===== src/badge_pkg.sv =====
package badge_pkg;

  //////////////////////////////
  // bus fabric widths
  //////////////////////////////

  localparam int BUS_ADR_W = 16;
  localparam int BUS_DAT_W = 8;
  localparam int BUS_CTI_W = 3;

  typedef logic [BUS_ADR_W-1:0] bus_adr_t;
  typedef logic [BUS_DAT_W-1:0] bus_dat_t;
  typedef logic [BUS_CTI_W-1:0] bus_cti_t;

  // one master's request, plain level signalling
  typedef struct packed {
    logic     cyc;
    logic     stb;
    logic     we;
    logic     sel;
    bus_cti_t cti;
    bus_adr_t adr;
    bus_dat_t dat;
  } bus_req_t;

  // slave reply
  typedef struct packed {
    logic     ack;
    bus_dat_t dat;
  } bus_rsp_t;

  //////////////////////////////
  // serial flash port
  //////////////////////////////

  localparam int SPI_LANES = 4;

  typedef logic [SPI_LANES-1:0] spi_nib_t;

  // pin drive, d_dir high means lane is driven
  typedef struct packed {
    logic     sck;
    logic     cs;
    spi_nib_t d_out;
    spi_nib_t d_dir;
  } spi_out_t;

  // usb dfu class state codes
  typedef enum logic [7:0] {
    DFU_APP_IDLE            = 8'h00,
    DFU_APP_DETACH          = 8'h01,
    DFU_IDLE                = 8'h02,
    DFU_DNLOAD_SYNC         = 8'h03,
    DFU_DN_BUSY             = 8'h04,
    DFU_DNLOAD_IDLE         = 8'h05,
    DFU_MANIFEST_SYNC       = 8'h06,
    DFU_MANIFEST            = 8'h07,
    DFU_MANIFEST_WAIT_RESET = 8'h08,
    DFU_UPLOAD_IDLE         = 8'h09,
    DFU_ERROR               = 8'h0a
  } dfu_state_e;

  //////////////////////////////
  // volume meter
  //////////////////////////////

  localparam int SAMPLE_W = 12;
  localparam int LEVEL_W  = 4;

  typedef logic signed [SAMPLE_W-1:0] sample_t;
  typedef logic [SAMPLE_W-1:0]        magnitude_t;
  typedef logic [LEVEL_W-1:0]         level_t;

  // largest magnitude, -2048 clips here
  localparam int MAG_MAX   = 2047;
  // full bar
  localparam int LEVEL_MAX = 10;
  // 200 hz update at 12 mhz
  localparam int WINDOW_CYCLES_DEFAULT = 60000;

endpackage


===== src/bus_arbiter.sv =====
`timescale 1ns/1ps

module bus_arbiter (
  input  badge_pkg::bus_req_t led_req_i,
  input  badge_pkg::bus_req_t pat_req_i,
  input  badge_pkg::bus_rsp_t mtx_rsp_i,
  input  badge_pkg::bus_rsp_t mem_rsp_i,
  output badge_pkg::bus_req_t slv_req_o,
  output badge_pkg::bus_rsp_t mst_rsp_o,
  output logic                led_taken_o,
  output logic                pat_taken_o
);

  //////////////////////////////
  // request side
  //////////////////////////////

  // fetcher wins whenever its cyc is up
  // writer only gets the bus while fetcher is idle
  // nobody active, slaves see an idle bus
  always_comb begin
    if (led_req_i.cyc) begin
      slv_req_o = led_req_i;
    end else if (pat_req_i.cyc) begin
      slv_req_o = pat_req_i;
    end else begin
      slv_req_o = '0;
    end
  end

  // each master backs off while the other holds cyc
  // fetcher sees writer's cyc
  assign led_taken_o = pat_req_i.cyc;
  // writer sees fetcher's cyc
  assign pat_taken_o = led_req_i.cyc;

  //////////////////////////////
  // reply side
  //////////////////////////////

  // either slave may finish the cycle
  assign mst_rsp_o.ack = mtx_rsp_i.ack | mem_rsp_i.ack;

  // matrix registers first, then frame memory
  // data stays zero with no ack so a master never latches junk
  always_comb begin
    if (mtx_rsp_i.ack) begin
      mst_rsp_o.dat = mtx_rsp_i.dat;
    end else if (mem_rsp_i.ack) begin
      mst_rsp_o.dat = mem_rsp_i.dat;
    end else begin
      mst_rsp_o.dat = '0;
    end
  end

  //////////////////////////////
  // checks
  //////////////////////////////

  // address decode in the two slaves must never overlap
  // checked once the time step has settled
  always_comb begin
    a_one_ack : assert final (!(mtx_rsp_i.ack && mem_rsp_i.ack))
      else $error("both slaves acked the same bus cycle");
  end

endmodule


===== src/flash_port_mux.sv =====
`timescale 1ns/1ps

module flash_port_mux (
  input  logic                  clk,
  input  logic                  reset_i,
  input  badge_pkg::dfu_state_e dfu_state_i,
  input  logic                  mem_busy_i,
  input  badge_pkg::spi_out_t   mem_spi_i,
  output badge_pkg::spi_nib_t   mem_d_in_o,
  input  logic                  dfu_sck_i,
  input  logic                  dfu_cs_i,
  input  logic                  dfu_mosi_i,
  output logic                  dfu_miso_o,
  input  badge_pkg::spi_nib_t   pad_d_in_i,
  output badge_pkg::spi_out_t   pad_spi_o,
  output logic                  dfu_busy_o,
  output logic                  flash_busy_o,
  output logic                  usb_to_flash_o,
  output logic                  flash_to_usb_o
);

  //////////////////////////////
  // dfu state decode
  //////////////////////////////

  // only the three resting states leave the flash alone
  // unknown codes fall into default and count as busy
  always_comb begin
    dfu_busy_o     = 1'b1;
    usb_to_flash_o = 1'b0;
    flash_to_usb_o = 1'b0;
    case (dfu_state_i)
      badge_pkg::DFU_APP_IDLE,
      badge_pkg::DFU_APP_DETACH,
      badge_pkg::DFU_IDLE: begin
        dfu_busy_o = 1'b0;
      end
      // download path, host writes flash
      badge_pkg::DFU_DNLOAD_SYNC,
      badge_pkg::DFU_DN_BUSY,
      badge_pkg::DFU_DNLOAD_IDLE: begin
        usb_to_flash_o = 1'b1;
      end
      // upload path, host reads flash
      badge_pkg::DFU_UPLOAD_IDLE: begin
        flash_to_usb_o = 1'b1;
      end
      default: begin
      end
    endcase
  end

  // frame memory stalls on either owner
  assign flash_busy_o = dfu_busy_o | mem_busy_i;

  //////////////////////////////
  // pin ownership
  //////////////////////////////

  // dfu core is plain single-lane spi
  // mosi on lane 0, miso comes back on lane 1
  // memory controller is starved of input while dfu owns the pins
  always_comb begin
    if (dfu_busy_o) begin
      pad_spi_o.sck   = dfu_sck_i;
      pad_spi_o.cs    = dfu_cs_i;
      pad_spi_o.d_out = {3'b000, dfu_mosi_i};
      pad_spi_o.d_dir = 4'b0001;
      dfu_miso_o      = pad_d_in_i[1];
      mem_d_in_o      = '0;
    end else begin
      // straight through for the quad capable controller
      pad_spi_o  = mem_spi_i;
      mem_d_in_o = pad_d_in_i;
      dfu_miso_o = 1'b0;
    end
  end

  // upper lanes stay released for the whole dfu session
  a_dfu_lanes : assert property (@(posedge clk) disable iff (reset_i)
    dfu_busy_o |-> (pad_spi_o.d_dir[3:1] == 3'b000))
    else $error("flash lanes 1-3 driven while dfu owns the port");

endmodule


===== src/volume_meter.sv =====
`timescale 1ns/1ps

module volume_meter #(
  parameter int WINDOW_CYCLES = badge_pkg::WINDOW_CYCLES_DEFAULT
) (
  input  logic                clk,
  input  logic                reset_i,
  input  badge_pkg::sample_t  sample_i,
  input  logic                sample_valid_i,
  output badge_pkg::level_t   level_o,
  output logic                level_strobe_o
);

  // counter wide enough for window minus one
  localparam int CNT_W = (WINDOW_CYCLES > 1) ? $clog2(WINDOW_CYCLES) : 1;
  localparam logic [CNT_W-1:0] CNT_RELOAD = CNT_W'(WINDOW_CYCLES - 1);

  //////////////////////////////
  // bar level lookup
  //////////////////////////////

  // log-ish scale on the top set bit
  // bits 3..0 are noise floor and read as silence
  function automatic badge_pkg::level_t quantize(input badge_pkg::magnitude_t mag);
    badge_pkg::level_t lvl;
    if (mag[11] || mag[10]) begin
      lvl = 4'(badge_pkg::LEVEL_MAX);
    end else if (mag[9]) begin
      lvl = 4'd8;
    end else if (mag[8]) begin
      lvl = 4'd6;
    end else if (mag[7]) begin
      lvl = 4'd4;
    end else if (mag[6]) begin
      lvl = 4'd3;
    end else if (mag[5]) begin
      lvl = 4'd2;
    end else if (mag[4]) begin
      lvl = 4'd1;
    end else begin
      lvl = 4'd0;
    end
    return lvl;
  endfunction

  //////////////////////////////
  // rectifier
  //////////////////////////////

  logic [badge_pkg::SAMPLE_W-1:0] neg_sample;
  badge_pkg::magnitude_t          mag;

  // two's complement negate
  assign neg_sample = ~sample_i + 1'b1;

  // -2048 negates back onto itself, clip to 2047
  always_comb begin
    if (!sample_i[badge_pkg::SAMPLE_W-1]) begin
      mag = sample_i;
    end else if (neg_sample[badge_pkg::SAMPLE_W-1]) begin
      mag = badge_pkg::SAMPLE_W'(badge_pkg::MAG_MAX);
    end else begin
      mag = neg_sample;
    end
  end

  //////////////////////////////
  // window peak hold
  //////////////////////////////

  logic [CNT_W-1:0]      cnt_q;
  badge_pkg::magnitude_t peak_q;
  badge_pkg::magnitude_t peak_nxt;
  logic                  win_end;

  // last cycle of the window
  assign win_end = (cnt_q == '0);

  // include this cycle's sample so the final one is not lost
  assign peak_nxt = (sample_valid_i && (mag > peak_q)) ? mag : peak_q;

  always_ff @(posedge clk) begin
    if (reset_i) begin
      cnt_q          <= CNT_RELOAD;
      peak_q         <= '0;
      level_o        <= '0;
      level_strobe_o <= 1'b0;
    end else begin
      // one-cycle pulse following the window end
      level_strobe_o <= win_end;
      if (win_end) begin
        cnt_q   <= CNT_RELOAD;
        peak_q  <= '0;
        level_o <= quantize(peak_nxt);
      end else begin
        cnt_q  <= cnt_q - 1'b1;
        peak_q <= peak_nxt;
      end
    end
  end

  // pattern writer indexes its bar table with this
  a_level_range : assert property (@(posedge clk) disable iff (reset_i)
    level_o <= badge_pkg::LEVEL_MAX)
    else $error("level above full bar");

  // redraw request is a single pulse per window
  a_strobe_pulse : assert property (@(posedge clk) disable iff (reset_i)
    level_strobe_o |=> !level_strobe_o)
    else $error("level strobe held two cycles");

endmodule


===== src/led_badge_top.sv =====
`timescale 1ns/1ps

module led_badge_top #(
  parameter int WINDOW_CYCLES = badge_pkg::WINDOW_CYCLES_DEFAULT
) (
  input  logic                  clk,
  input  logic                  reset_i,
  // bus masters and slaves
  input  badge_pkg::bus_req_t   led_req_i,
  input  badge_pkg::bus_req_t   pat_req_i,
  input  badge_pkg::bus_rsp_t   mtx_rsp_i,
  input  badge_pkg::bus_rsp_t   mem_rsp_i,
  output badge_pkg::bus_req_t   slv_req_o,
  output badge_pkg::bus_rsp_t   mst_rsp_o,
  output logic                  led_taken_o,
  output logic                  pat_taken_o,
  // dfu and serial flash
  input  badge_pkg::dfu_state_e dfu_state_i,
  input  logic                  mem_busy_i,
  input  badge_pkg::spi_out_t   mem_spi_i,
  output badge_pkg::spi_nib_t   mem_d_in_o,
  input  logic                  dfu_sck_i,
  input  logic                  dfu_cs_i,
  input  logic                  dfu_mosi_i,
  output logic                  dfu_miso_o,
  input  badge_pkg::spi_nib_t   pad_d_in_i,
  output badge_pkg::spi_out_t   pad_spi_o,
  output logic                  dfu_busy_o,
  output logic                  flash_busy_o,
  output logic                  usb_to_flash_o,
  output logic                  flash_to_usb_o,
  // microphone samples in, vu level out
  input  badge_pkg::sample_t    sample_i,
  input  logic                  sample_valid_i,
  output badge_pkg::level_t     level_o,
  output logic                  level_strobe_o
);

  //////////////////////////////
  // shared bus
  //////////////////////////////

  // frame fetcher and pattern writer onto matrix regs and frame memory
  bus_arbiter u_bus_arbiter (
    .led_req_i   (led_req_i),
    .pat_req_i   (pat_req_i),
    .mtx_rsp_i   (mtx_rsp_i),
    .mem_rsp_i   (mem_rsp_i),
    .slv_req_o   (slv_req_o),
    .mst_rsp_o   (mst_rsp_o),
    .led_taken_o (led_taken_o),
    .pat_taken_o (pat_taken_o)
  );

  //////////////////////////////
  // flash pins
  //////////////////////////////

  flash_port_mux u_flash_port_mux (
    .clk            (clk),
    .reset_i        (reset_i),
    .dfu_state_i    (dfu_state_i),
    .mem_busy_i     (mem_busy_i),
    .mem_spi_i      (mem_spi_i),
    .mem_d_in_o     (mem_d_in_o),
    .dfu_sck_i      (dfu_sck_i),
    .dfu_cs_i       (dfu_cs_i),
    .dfu_mosi_i     (dfu_mosi_i),
    .dfu_miso_o     (dfu_miso_o),
    .pad_d_in_i     (pad_d_in_i),
    .pad_spi_o      (pad_spi_o),
    .dfu_busy_o     (dfu_busy_o),
    .flash_busy_o   (flash_busy_o),
    .usb_to_flash_o (usb_to_flash_o),
    .flash_to_usb_o (flash_to_usb_o)
  );

  //////////////////////////////
  // vu meter
  //////////////////////////////

  // level feeds the pattern writer outside
  volume_meter #(
    .WINDOW_CYCLES (WINDOW_CYCLES)
  ) u_volume_meter (
    .clk            (clk),
    .reset_i        (reset_i),
    .sample_i       (sample_i),
    .sample_valid_i (sample_valid_i),
    .level_o        (level_o),
    .level_strobe_o (level_strobe_o)
  );

endmodule


===== config.mk =====
export PLATFORM = sky130hd
export DESIGN_NAME = led_badge_top
export DESIGN_NICKNAME = d
export VERILOG_FILES = /design/src/badge_pkg.sv /design/src/bus_arbiter.sv /design/src/flash_port_mux.sv /design/src/volume_meter.sv /design/src/led_badge_top.sv
export SDC_FILE = /design/constraint.sdc
export NUM_CORES = 1
export LEC_CHECK = 0
export ABC_AREA = 1
export BUFFER_PORTS_ARGS = -buffer_cell sky130_fd_sc_hd__buf_2
export CAP_MARGIN = 20
export CORE_UTILIZATION = 46
export CTS_CLUSTER_DIAMETER = 60
export CTS_CLUSTER_SIZE = 40
export DETAILED_ROUTE_END_ITERATION = 10
export GPL_TIMING_DRIVEN = 0
export PLACE_DENSITY = 0.95
export RECOVER_POWER = 100
export SYNTH_ARGS = -nofsm -noshare
export SYNTH_HDL_FRONTEND = slang
export SYNTH_SLANG_ARGS = --single-unit

===== constraint.sdc =====
create_clock -name clk -period 3.8 [get_ports clk]
set_input_delay 0.19 -clock clk [delete_from_list [all_inputs] [get_ports clk]]
set_output_delay 0.19 -clock clk [all_outputs]
set_load 0.01 [all_outputs]

==> run summary <==
root buffer cell: clkbuf_8
CTS tree: yes
Main synth FF type: dfxtp_1
cell depth of the worst hold path: 3
max-cap violations: 0
Hold Fails Final Rpt: 0
via count: 3,707
first-pass GRT wire length: 15,100 microns
FILL cells: 563
largest net degree at the start of global routing: 11
Mapped Area: 2780 sq um
clock buffer depth: 2
initial antenna violation count: 0
vias in the first global route: 3,392
post-synth top area share: 0.237
DP Wirelength: 8480 microns
Worst setup EP type: flop
count leader, synth: nand2_1
total gr overflow: 0
ant diodes: 0
total CTS buffers: 5
synth top area cells: dfxtp_1 24%, nand2_1 22%, nand3_1 11%, inv_1 7.0%, nor2_1 6.3%
layout net count: 801
most common library cells after synthesis: 166 x nand2_1, 63 x nand3_1, 52 x inv_1, 47 x nor2_1, 33 x dfxtp_1
startpoint types: input pin
worst r2r src: u_volume_meter.cnt_q[0]$_SDFF_PP1_
YS warnings: 0
crit share post-route: 0.797
Seq/Total Area, Yosys: 0.237
reg2reg setup slack: 0.91 ns
Worst Hold End: u_volume_meter.cnt_q[14]$_SDFF_PP1_
Worst Reg-to-Reg Cells: 16
register area: 661 sq um
Final setup viols: 0
DRC: 0
# port buffers: 184
worst-path fanout max: 10
setup TNS: 0 ns
max-slew violation total from the final report: 0
Tightest Pin Transition: 0.569 ns
total die area: 6360 sq um
Core Region: 5680 sq um
I/O Pins: 187
Syn-to-layout area delta: 35.0%
Post-synth ARST share: 0
Slew HR: 0.621
syn_area_per_cell: 5.85 sq um
clk slew on worst S/H paths: 0.06 ns
Pre-Repair DR Iteration Count: 5
Min-Delay Startpoint: reset_i
Crit Path Class: in2reg
hold_buf cts: 0
RSZ-0062 raised after global routing: false
reg-to-reg endpoint: u_volume_meter.level_o[1]$_SDFFE_PP0P_
Iteration-0 DRC Markers: 106
footprint of the multi-input gates: 1760 sq um
Leakage: 0.00211 uW
DP Cell Count: 732
Post-Synthesis Cells: 476
hold crit path type: in2reg
cell taking the most area after synthesis: dfxtp_1
row cnt: 27
PD cells: 287 nW/um^2
Placer Congestion: 0.926
Yosys reg bits: 33
fin crit period: 3.03 ns
worst skew pair latency: 0.29 ns
fin cells: 740
Syn Nets: 610
Fin Hold WS: 0.125 ns
fraction of final layout cells sized beyond drive strength 1: 0.238
Synth cell types: 33
Max VDD drop: 0.445 mV
H-Tree Depth: 2
Die Y: 79.8 microns
Required @ worst endpoint: 4.03 ns
gr usage total: 0.314
Initial Util: 0.490
via/cell ratio: 5.01
number of synthesized flops with an enable pin: 0
Setup Skew: 0.00624 ns
Setup Fix Bufs, Post-CTS: 0
average wire per standard cell: 13.7 microns
outcome: completed
maximum clock rate: 330 MHz
Power Total: 1080 uW
Detail Route Antenna Nets: 0
Die W: 79.8 microns
routed wire length: 10,200 microns
CTS resizes: 0
Clock Sinks: 33
crit path DAT: 3.26 ns
[cells in the final DEF, fill, tap and decap left out, types with 3 or more instances in the layout]
master and n:
nand2_1 168, buf_2 119, clkbuf_1 81, nand3_1 63, inv_1 53, nor2_1 53, dfxtp_1 33, a21oi_1 14
ha_1 13, inv_2 7, clkbuf_8 7, o21ai_0 6, xnor2_1 5, or2_2 5, nand2_2 4, nand3b_1 4
o21ai_2 4, nor3_1 3, nand3_2 3, o21ai_1 3
[final cells by class]
class,instances,share of cell area
buffer,18,0.0203
clock inverter,1,0.00133
clock buffer,7,0.0256
tap,72,0.0240
sequential,33,0.176
timing repair buffer,184,0.223
multi-input combinational,363,0.468
inverter,62,0.0623
[stage by stage]
| step | cell area (sq um) | utilization | setup slack, ns |
|---|---|---|---|
| 2_1_floorplan | 2780 | - | 1.49 |
| 3_3_place_gp | 3790 | 0.668 | 1.09 |
| 3_5_place_dp | 3790 | 0.668 | 0.937 |
| 4_1_cts | 3890 | 0.686 | 1.23 |
| 5_1_grt | 3760 | 0.662 | 0.478 |
| 6_report | 3760 | 0.662 | 0.770 |
[worst max-delay path by stage]
stage           startpoint                                     end  slack [ns]
6_report       sample_i[0]  u_volume_meter.level_o[2]$_SDFFE_PP0P_        0.77
5_1_grt        sample_i[0]  u_volume_meter.level_o[2]$_SDFFE_PP0P_        0.48
4_1_cts        sample_i[0]  u_volume_meter.level_o[2]$_SDFFE_PP0P_        1.23
3_5_place_dp   sample_i[0]  u_volume_meter.level_o[0]$_SDFFE_PP0P_        0.94
3_3_place_gp   sample_i[0]  u_volume_meter.level_o[0]$_SDFFE_PP0P_        1.09
2_1_floorplan  sample_i[0]  u_volume_meter.level_o[0]$_SDFFE_PP0P_        1.49
[worst max-delay path, cell delays in order]
cell and delay (ns):
buf_2 0.11, inv_1 0.11, ha_1 0.22, nand3_1 0.14, nand2_1 0.08, nand2_1 0.07
a21oi_1 0.13, o21ai_0 0.18, ha_1 0.38, nand2_1 0.08, nor2_1 0.16, nand2_1 0.09
o21ai_2 0.12, inv_2 0.07, nand2_4 0.11, clkbuf_1 0.38, nand2_1 0.13, o21ai_2 0.11
nand3_1 0.12, nor2_1 0.15, nand2_1 0.07, nand2_1 0.06
[report_power, final]
group	internal, uW	switching, uW
Clock	164	129
Sequential	367	6.54
Combinational	156	256
[cells by family after synthesis]
| group | share of synthesized area |
|---|---|
| flip-flops | 0.237 |
| buffers and inverters | 0.119 |
| XOR/XNOR | 0.0189 |
| AND/OR/NAND/NOR | 0.504 |
| AO/OA/AOI/OAI | 0.0620 |
| adder cells (fa/ha/maj) | 0.0585 |
[flip-flops by register name, summed over array words and instances (netlist names)]
| signal | flops |
|---|---|
| u_volume_meter.level_strobe_o | 1 |
| u_volume_meter.peak_q | 12 |
| u_volume_meter.level_o | 4 |
| u_volume_meter.cnt_q | 16 |
[routing by layer]
layer	track usage	up-vias	wire length (microns)
met2	0.524	175	4610
li1	-	1868	-
met5	0	-	0
met3	0.171	18	1400
met1	0.345	1646	3960
met4	0.0804	0	205
Note: power is estimated with default switching activity, not from simulation.
